### src/xbar_pkg.sv
/* Crossbar sizes and widths, message opcode and size enums,
   and the stream header layout shared by the crossbar blocks */
package xbar_pkg;

  localparam int num_source_lp    = 3;
  localparam int num_sink_lp      = 2;
  localparam int lg_num_source_lp = $clog2(num_source_lp);
  localparam int lg_num_sink_lp   = $clog2(num_sink_lp);

  localparam int data_width_lp    = 32;
  localparam int max_beats_lp     = 8;  // Largest block transfer
  localparam int lg_max_beats_lp  = $clog2(max_beats_lp);
  localparam int addr_width_lp    = 16;

  typedef enum logic [1:0]
  {
    e_msg_rd      = 2'b00
    ,e_msg_wr     = 2'b01
    ,e_msg_uc_rd  = 2'b10
    ,e_msg_uc_wr  = 2'b11
  } msg_opcode_e;

  // Log2 of the number of beats in a write
  typedef enum logic [1:0]
  {
    e_size_1  = 2'b00
    ,e_size_2 = 2'b01
    ,e_size_4 = 2'b10
    ,e_size_8 = 2'b11
  } msg_size_e;

  localparam int header_width_lp = 2 + 2 + lg_num_source_lp + addr_width_lp;

  // Repeated unchanged on every beat of a message
  typedef struct packed
  {
    msg_opcode_e                 opcode;
    msg_size_e                   size;
    logic [lg_num_source_lp-1:0] src_id;
    logic [addr_width_lp-1:0]    addr;
  } msg_header_s;

endpackage

### src/stream_two_fifo.sv
/* Two-entry FIFO holding destination, header and data of one source,
   valid/ready-and on the input side and valid/yumi on the output side */
`timescale 1ns/1ps

module stream_two_fifo
  (input                                         clk_i
   , input                                       reset_i

   , input [xbar_pkg::lg_num_sink_lp-1:0]        dst_i
   , input xbar_pkg::msg_header_s                header_i
   , input [xbar_pkg::data_width_lp-1:0]         data_i
   , input                                       v_i
   , output logic                                ready_o

   , output logic [xbar_pkg::lg_num_sink_lp-1:0] dst_o
   , output xbar_pkg::msg_header_s               header_o
   , output logic [xbar_pkg::data_width_lp-1:0]  data_o
   , output logic                                v_o
   , input                                       yumi_i
   );

  import xbar_pkg::*;

  logic [lg_num_sink_lp-1:0] dst_mem_r    [2];
  msg_header_s               header_mem_r [2];
  logic [data_width_lp-1:0]  data_mem_r   [2];

  logic rd_ptr_r, wr_ptr_r;
  logic full_r, empty_r;
  logic enq;

  assign enq     = v_i & ~full_r;
  assign ready_o = ~full_r;
  assign v_o     = ~empty_r;

  assign dst_o    = dst_mem_r[rd_ptr_r];
  assign header_o = header_mem_r[rd_ptr_r];
  assign data_o   = data_mem_r[rd_ptr_r];

  always_ff @(posedge clk_i)
    begin
      if (enq)
        begin
          dst_mem_r[wr_ptr_r]    <= dst_i;
          header_mem_r[wr_ptr_r] <= header_i;
          data_mem_r[wr_ptr_r]   <= data_i;
        end
    end

  always_ff @(posedge clk_i)
    begin
      if (reset_i)
        begin
          rd_ptr_r <= 1'b0;
          wr_ptr_r <= 1'b0;
          full_r   <= 1'b0;
          empty_r  <= 1'b1;
        end
      else
        begin
          if (enq)
            wr_ptr_r <= ~wr_ptr_r;
          if (yumi_i)
            rd_ptr_r <= ~rd_ptr_r;

          // Occupancy only changes when one side moves alone
          if (enq & ~yumi_i)
            begin
              empty_r <= 1'b0;
              full_r  <= (~wr_ptr_r == rd_ptr_r);
            end
          else if (yumi_i & ~enq)
            begin
              full_r  <= 1'b0;
              empty_r <= (~rd_ptr_r == wr_ptr_r);
            end
        end
    end

endmodule

### src/stream_beat_counter.sv
/* Per-sink beat counter that flags the last beat of a message */
`timescale 1ns/1ps

module stream_beat_counter
  (input                           clk_i
   , input                         reset_i

   , input xbar_pkg::msg_header_s  header_i
   , input                         en_i
   , output logic                  last_o
   );

  import xbar_pkg::*;

  logic [lg_max_beats_lp-1:0] count_r;
  logic [lg_max_beats_lp-1:0] size_last;
  logic [lg_max_beats_lp-1:0] last_cnt;

  // Index of the final beat for a write of the given size
  always_comb
    begin
      case (header_i.size)
        e_size_2: size_last = lg_max_beats_lp'(1);
        e_size_4: size_last = lg_max_beats_lp'(3);
        e_size_8: size_last = lg_max_beats_lp'(max_beats_lp-1);
        default:  size_last = '0;
      endcase
    end

  always_comb
    begin
      case (header_i.opcode)
        e_msg_wr, e_msg_uc_wr: last_cnt = size_last;
        default:               last_cnt = '0;  // Reads carry one beat
      endcase
    end

  assign last_o = (count_r == last_cnt);

  always_ff @(posedge clk_i)
    begin
      if (reset_i)
        count_r <= '0;
      else if (en_i)
        begin
          if (last_o)
            count_r <= '0;  // Next beat starts a new message
          else
            count_r <= count_r + 1'b1;
        end
    end

endmodule

### src/stream_xbar_control.sv
/* Crossbar control with per-sink round-robin arbitration and message locking,
   producing source yumi, sink valid and one-hot grants */
`timescale 1ns/1ps

module stream_xbar_control
  (input                                                                  clk_i
   , input                                                                reset_i

   , input [xbar_pkg::num_source_lp-1:0]                                  valid_i
   , input [xbar_pkg::num_source_lp-1:0][xbar_pkg::lg_num_sink_lp-1:0]    dst_i
   , output logic [xbar_pkg::num_source_lp-1:0]                           yumi_o

   , input [xbar_pkg::num_sink_lp-1:0]                                    ready_and_i
   , output logic [xbar_pkg::num_sink_lp-1:0]                             valid_o
   , input [xbar_pkg::num_sink_lp-1:0]                                    unlock_i
   , output logic [xbar_pkg::num_sink_lp-1:0][xbar_pkg::num_source_lp-1:0] grant_one_hot_o
   );

  import xbar_pkg::*;

  for (genvar j = 0; j < num_sink_lp; j++)
    begin : sink
      logic [num_source_lp-1:0]    req;
      logic                        rr_v;
      logic [lg_num_source_lp-1:0] rr_src;
      logic [lg_num_source_lp-1:0] grant_src;
      logic [lg_num_source_lp-1:0] ptr_next;
      logic [lg_num_source_lp-1:0] ptr_r;
      logic [lg_num_source_lp-1:0] locked_src_r;
      logic                        lock_r;

      // Sources whose head beat is headed for this sink
      for (genvar i = 0; i < num_source_lp; i++)
        begin : src
          assign req[i] = valid_i[i] & (dst_i[i] == lg_num_sink_lp'(j));
        end

      // First requester at or after the pointer wins
      always_comb
        begin
          logic [lg_num_source_lp:0] idx;
          rr_v   = 1'b0;
          rr_src = ptr_r;
          for (int k = 0; k < num_source_lp; k++)
            begin
              idx = {1'b0, ptr_r} + (lg_num_source_lp+1)'(k);
              if (idx >= (lg_num_source_lp+1)'(num_source_lp))
                idx = idx - (lg_num_source_lp+1)'(num_source_lp);
              if (~rr_v & req[idx[lg_num_source_lp-1:0]])
                begin
                  rr_v   = 1'b1;
                  rr_src = idx[lg_num_source_lp-1:0];
                end
            end
        end

      assign grant_src = lock_r ? locked_src_r : rr_src;
      assign valid_o[j] = lock_r ? req[locked_src_r] : rr_v;
      assign grant_one_hot_o[j] = (lock_r | rr_v)
                                  ? (num_source_lp'(1) << grant_src)
                                  : '0;

      assign ptr_next = (grant_src == lg_num_source_lp'(num_source_lp-1))
                        ? '0
                        : grant_src + 1'b1;

      always_ff @(posedge clk_i)
        begin
          if (reset_i)
            begin
              lock_r       <= 1'b0;
              locked_src_r <= '0;
              ptr_r        <= '0;
            end
          else if (unlock_i[j])
            begin
              lock_r <= 1'b0;
              ptr_r  <= ptr_next;  // Move past the source that just finished
            end
          else if (~lock_r & rr_v)
            begin
              lock_r       <= 1'b1;
              locked_src_r <= rr_src;
            end
        end
    end

  // A source is popped by the handshake of the sink holding its grant
  always_comb
    begin
      yumi_o = '0;
      for (int j = 0; j < num_sink_lp; j++)
        yumi_o |= grant_one_hot_o[j] & {num_source_lp{valid_o[j] & ready_and_i[j]}};
    end

endmodule

### src/stream_xbar.sv
/* Stream message crossbar top with source FIFOs, arbitration control,
   per-sink beat counters and the one-hot output multiplexer */
`timescale 1ns/1ps

module stream_xbar
  (input                                                                   clk_i
   , input                                                                 reset_i

   , input xbar_pkg::msg_header_s [xbar_pkg::num_source_lp-1:0]            msg_header_i
   , input [xbar_pkg::num_source_lp-1:0][xbar_pkg::data_width_lp-1:0]      msg_data_i
   , input [xbar_pkg::num_source_lp-1:0][xbar_pkg::lg_num_sink_lp-1:0]     msg_dst_i
   , input [xbar_pkg::num_source_lp-1:0]                                   msg_v_i
   , output logic [xbar_pkg::num_source_lp-1:0]                            msg_ready_and_o

   , output xbar_pkg::msg_header_s [xbar_pkg::num_sink_lp-1:0]             msg_header_o
   , output logic [xbar_pkg::num_sink_lp-1:0][xbar_pkg::data_width_lp-1:0] msg_data_o
   , output logic [xbar_pkg::num_sink_lp-1:0]                              msg_v_o
   , input [xbar_pkg::num_sink_lp-1:0]                                     msg_ready_and_i
   );

  import xbar_pkg::*;

  localparam int combine_width_lp = header_width_lp + data_width_lp;

  logic [num_source_lp-1:0]                     fifo_v;
  logic [num_source_lp-1:0]                     fifo_yumi;
  logic [num_source_lp-1:0][lg_num_sink_lp-1:0] fifo_dst;
  msg_header_s [num_source_lp-1:0]              fifo_header;
  logic [num_source_lp-1:0][data_width_lp-1:0]  fifo_data;

  logic [num_sink_lp-1:0][num_source_lp-1:0]    grant_one_hot;
  logic [num_sink_lp-1:0]                       unlock;

  logic [num_source_lp-1:0][combine_width_lp-1:0] source_combine;
  logic [num_sink_lp-1:0][combine_width_lp-1:0]   sink_combine;

  for (genvar i = 0; i < num_source_lp; i++)
    begin : buffer
      stream_two_fifo in_fifo
        (.clk_i(clk_i)
         ,.reset_i(reset_i)

         ,.dst_i(msg_dst_i[i])
         ,.header_i(msg_header_i[i])
         ,.data_i(msg_data_i[i])
         ,.v_i(msg_v_i[i])
         ,.ready_o(msg_ready_and_o[i])

         ,.dst_o(fifo_dst[i])
         ,.header_o(fifo_header[i])
         ,.data_o(fifo_data[i])
         ,.v_o(fifo_v[i])
         ,.yumi_i(fifo_yumi[i])
         );

      assign source_combine[i] = {fifo_header[i], fifo_data[i]};
    end

  stream_xbar_control cbc
    (.clk_i(clk_i)
     ,.reset_i(reset_i)

     ,.valid_i(fifo_v)
     ,.dst_i(fifo_dst)
     ,.yumi_o(fifo_yumi)

     ,.ready_and_i(msg_ready_and_i)
     ,.valid_o(msg_v_o)
     ,.unlock_i(unlock)
     ,.grant_one_hot_o(grant_one_hot)
     );

  // Grants are one-hot so an OR of the selected sources is enough
  always_comb
    begin
      for (int j = 0; j < num_sink_lp; j++)
        begin
          sink_combine[j] = '0;
          for (int i = 0; i < num_source_lp; i++)
            if (grant_one_hot[j][i])
              sink_combine[j] |= source_combine[i];
        end
    end

  for (genvar j = 0; j < num_sink_lp; j++)
    begin : sink
      logic last;

      assign {msg_header_o[j], msg_data_o[j]} = sink_combine[j];

      stream_beat_counter beat_counter
        (.clk_i(clk_i)
         ,.reset_i(reset_i)

         ,.header_i(msg_header_o[j])
         ,.en_i(msg_v_o[j] & msg_ready_and_i[j])
         ,.last_o(last)
         );

      assign unlock[j] = msg_v_o[j] & msg_ready_and_i[j] & last;  // Final beat handed off
    end

endmodule

### config.mk
export PLATFORM = sky130hd
export DESIGN_NAME = stream_xbar
export DESIGN_NICKNAME = d
export VERILOG_FILES = /design/src/xbar_pkg.sv /design/src/stream_two_fifo.sv /design/src/stream_beat_counter.sv /design/src/stream_xbar_control.sv /design/src/stream_xbar.sv
export SDC_FILE = /design/constraint.sdc
export NUM_CORES = 1
export LEC_CHECK = 0
export BUFFER_PORTS_ARGS = -buffer_cell sky130_fd_sc_hd__buf_2
export CAP_MARGIN = 15
export CORE_MARGIN = 1
export CORE_UTILIZATION = 45
export DETAILED_ROUTE_END_ITERATION = 6
export PLACE_DENSITY_LB_ADDON = 0.05
export SLEW_MARGIN = 20
export SYNTH_ARGS = -nofsm -noshare
export SYNTH_HDL_FRONTEND = slang
export SYNTH_SLANG_ARGS = --single-unit
### constraint.sdc
create_clock -name clk_i -period 13.1 [get_ports clk_i]
set_clock_uncertainty 0.2 [all_clocks]
set_input_delay 0.655 -clock clk_i [delete_from_list [all_inputs] [get_ports clk_i]]
set_output_delay 0.655 -clock clk_i [all_outputs]
set_load 0.02 [all_outputs]
==> impl_metrics.py <==
metrics = {
    "status": {
        "outcome": "finished clean",
    },
    "synthesis": {
        "ys_dominant_reg_cell": "edfxtp_1",
        "syn_nets": 1470,
        "syn_area_per_cell_um2": 13.1,
        "synth_edf_count": 330,
        "ys_ff_latch": 361,
        "syn_inst": 1289,
        "yosys_warnings": 0,
        "async_reset_ff_share_pct": 0,
        "synth.distinct_cells": 70,
        "synth.yosys.seq_area_share_pct": 62.5,
        "syn_area_mm2": 0.0169,
    },
    "timing": {
        "clock.fmax_ghz": 0.164,
        "fin_ws_ns": 7.01,
        "rsz0062_at_grt": "false",
        "fin_crit_sh_pct": 46.5,
        "max-slew-margin-rel_pct": 31.0,
        "hold_violations": 0,
        "drv_slew": 0,
        "setup_viol": 0,
        "period_needed_ns": 6.09,
        "tightest_slew_ns": 1.03,
        "setup_tns_ns": 0,
    },
    "run": {
        "maxCapViolCount": 0,
    },
    "detailed_routing": {
        "drc": 0,
        "initialDrtViolationCount": 750,
        "ant_nets": 0,
        "viasPerCell": 5.68,
        "detail_route.wl_per_cell_um": 22.3,
        "vias": 11700,
        "drt_pre_antenna_iters": 5,
        "wl_um": 45800,
    },
    "worst_setup_path": {
        "crit_required_ns": 12.24,
        "cp_slowest_stage_delay_ns": 0.99,
        "cp_cell_sequence": "mux2i_2 -> a32oi_1 -> o2111ai_1 -> a32o_1 -> o21ai_4 -> buf_4 -> buf_4 -> nor2_4 -> buf_4 -> a22oi_1 -> nor2_1 -> buf_2",
        "cp_common_cell": "buf_4",
        "path_max_fanout": 61,
        "worstPathArrival_ns": 5.23,
        "path_buf_inv": 4,
        "path_delay_family": "buffers and inverters",
        "cp-start-kind": "flip-flop",
        "r2r_setup_slack_ns": 7.76,
        "crit_slowest_cell": "dfxtp_4",
        "criticalPathCategory": "reg2out",
        "crit_path_end_kind": "output port",
    },
    "power": {
        "powerDensity_mw_per_mm2": 278,
        "p_leak_nw": 7.26,
        "ir_drop_mv": 0.197,
        "p_total_mw": 5.56,
    },
    "final_layout": {
        "nNetsFinal": 1720,
        "drive_above_1_share_pct": 31.0,
        "areaGrowthSynthToFinish_pct": 18.8,
    },
    "clock_tree": {
        "cts_resized": 0,
        "cts_buffers": 40,
        "cts_hold_buf": 0,
        "clock-sinks": 361,
        "clock-root-buffer": "clkbuf_16",
        "clkLatencyLatePin_ns": 0.55,
        "clkTransAtPathRegs_ns": 0.06,
        "clock_path_buffers": 3,
        "cts_tree": "done",
        "cts_max_level": 2,
        "postCtsSetupBuffers": 0,
    },
    "grt": {
        "grt_max_degree": 62,
        "grtUsageTotal_pct": 23.9,
        "overflow": 0,
        "grt_pass1_vias": 11700,
        "antenna_found_initial": 28,
        "grt_pass1_wl_um": 68500,
    },
    "floorplan": {
        "dieHeight_um": 196,
        "die_w_um": 196,
        "initial_utilization_pct": 45.9,
        "num_rows": 70,
        "coreArea_mm2": 0.0367,
        "pin_count": 285,
        "dieArea_mm2": 0.0382,
    },
    "place": {
        "finalWeightedCongestion": 0.809,
        "place_ws_ns": 7.51,
        "hpwl_um": 28800,
        "port_buffers": 284,
    },
    "min_path": {
        "worst_hold_path_type": "in2reg",
    },
}
## cell families (layout without fill, tap and decap cells)
| kind of cell | after synthesis | after routing | share of synthesized area [%] |
|---|---|---|---|
| DFF | 361 | 361 | 62.5 |
| and+or+nand+nor | 308 | 308 | 8.22 |
| AOI/OAI and AO/OA | 267 | 267 | 11.2 |
| muxes | 227 | 227 | 14.4 |
| buffers and inverters | 105 | 385 | 2.48 |
| adders and majority gates | 12 | 12 | 0.846 |
| xor gates and xnor gates | 9 | 9 | 0.468 |
| other | 0 | 16 | 0 |
## synthesized netlist by cell type (3+ instances only)
cell type / instances / area [um^2]
xnor2_1: 7 / 61.3
a211oi_1: 6 / 45.0
and2_1: 6 / 37.5
buf_4: 4 / 30.0
o21ai_0: 25 / 125
clkbuf_1: 76 / 285
nand4_1: 3 / 18.8
buf_1: 9 / 33.8
a22oi_1: 58 / 435
nor2b_1: 17 / 106
nor3_1: 13 / 65.1
o22a_1: 51 / 447
inv_1: 14 / 52.6
or3_1: 5 / 31.3
a32oi_1: 6 / 52.6
nand3_1: 4 / 20.0
mux2i_1: 112 / 1120
or4_1: 5 / 37.5
o31a_1: 3 / 26.3
ha_1: 9 / 113
nand2_1: 25 / 93.8
nor2_1: 199 / 747
a21oi_1: 73 / 365
nand2b_1: 14 / 87.6
a32o_1: 7 / 70.1
mux2_2: 113 / 1270
o22ai_1: 5 / 31.3
dfxtp_1: 31 / 621
nor4b_1: 3 / 26.3
edfxtp_1: 330 / 9910
o31ai_1: 5 / 37.5
maj3_1: 3 / 30.0
o211ai_1: 3 / 22.5
## worst paths after layout
kind / start / end / cells after the start
worst min register to register: sink[1].beat_counter.count_r[2]$_SDFFE_PP0P_ / sink[1].beat_counter.count_r[2]$_SDFFE_PP0P_ / 2
worst max register to register: flip-flop / cbc.sink[1].ptr_r[0]$_SDFFE_PP0P_ / 11
worst min-delay path: msg_header_i[30] / buffer[1].in_fifo.header_mem_r[0][8]$_DFFE_PP_ / 1
worst max-delay path: flip-flop / msg_data_o[7] / 12
## flip-flops by register name (all words and copies together) (netlist names), 4 cells and up, named ones only
name and cells:
buffer.in_fifo.data_mem_r 192, cbc.sink.locked_src_r 4, cbc.sink.ptr_r 4, buffer.in_fifo.header_mem_r 132, buffer.in_fifo.dst_mem_r 6, sink.beat_counter.count_r 6
## placed cells by master (no fill, tap or decap), types with 15 or more instances in the layout
cell type,n
a21oi_1,73
a22oi_1,58
buf_2,284
buf_4,15
clkbuf_16,41
dfxtp_1,28
diode_2,16
edfxtp_1,330
mux2_2,113
mux2i_1,112
nand2_1,25
nor2_1,196
o21ai_0,24
o22a_1,51
## worst reg2reg max path, cell delays in order, from the launching register on
cell     delay, ns
dfxtp_4       0.99
mux2i_2       0.56
nor2_1        0.23
a32o_1        0.31
o31a_2        0.60
or2_2         0.60
o22a_1        0.33
or4_1         0.48
o21a_1        0.15
a31o_1        0.29
or4_1         0.41
a21oi_1       0.12
## per-layer routing
metal	vias to the layer above	global-route usage [%]	share of wire, %	routed length, um
met5	-	0	0.30	139
met4	20	10.3	3.3	1500
met3	113	5.37	6.4	2930
met2	387	38.6	47	21500
met1	5681	30.9	43	19800
li1	5465	-	-	-
## final cells by class
class                           instances  area (um^2)
Multi-Input combinational cell        823         6000
Tap cell                              468          586
Sequential cell                       361        10500
Timing Repair Buffer                  299         1530
Antenna cell                           16         40.0
Clock inverter                         14          158
Inverter                               14         52.6
Clock buffer                           58         1120
Fill cell                            3119        16700
## through the flow
stage	cell area (um^2)	util [%]	std cells	hold slack (ns)
CTS	20000	54.5	2037	0.0665
floorplan	16900	-	1289	0.232
finish	20000	54.6	2053	0.0924
detailed placement	18700	51.0	1965	0.255
global route	20000	54.6	2050	0.0741
global placement	18700	51.0	1965	0.241
## power breakdown
group / internal, mW / switching (mW) / leakage (nW) / total, mW
Combinational: 1.04 / 1.87 / 3.29 / 2.91
Clock: 0.654 / 0.453 / 0.623 / 1.11
Sequential: 1.42 / 0.131 / 3.35 / 1.55
Total: 3.11 / 2.45 / 7.26 / 5.56
Power figures use the tool's default switching activity.
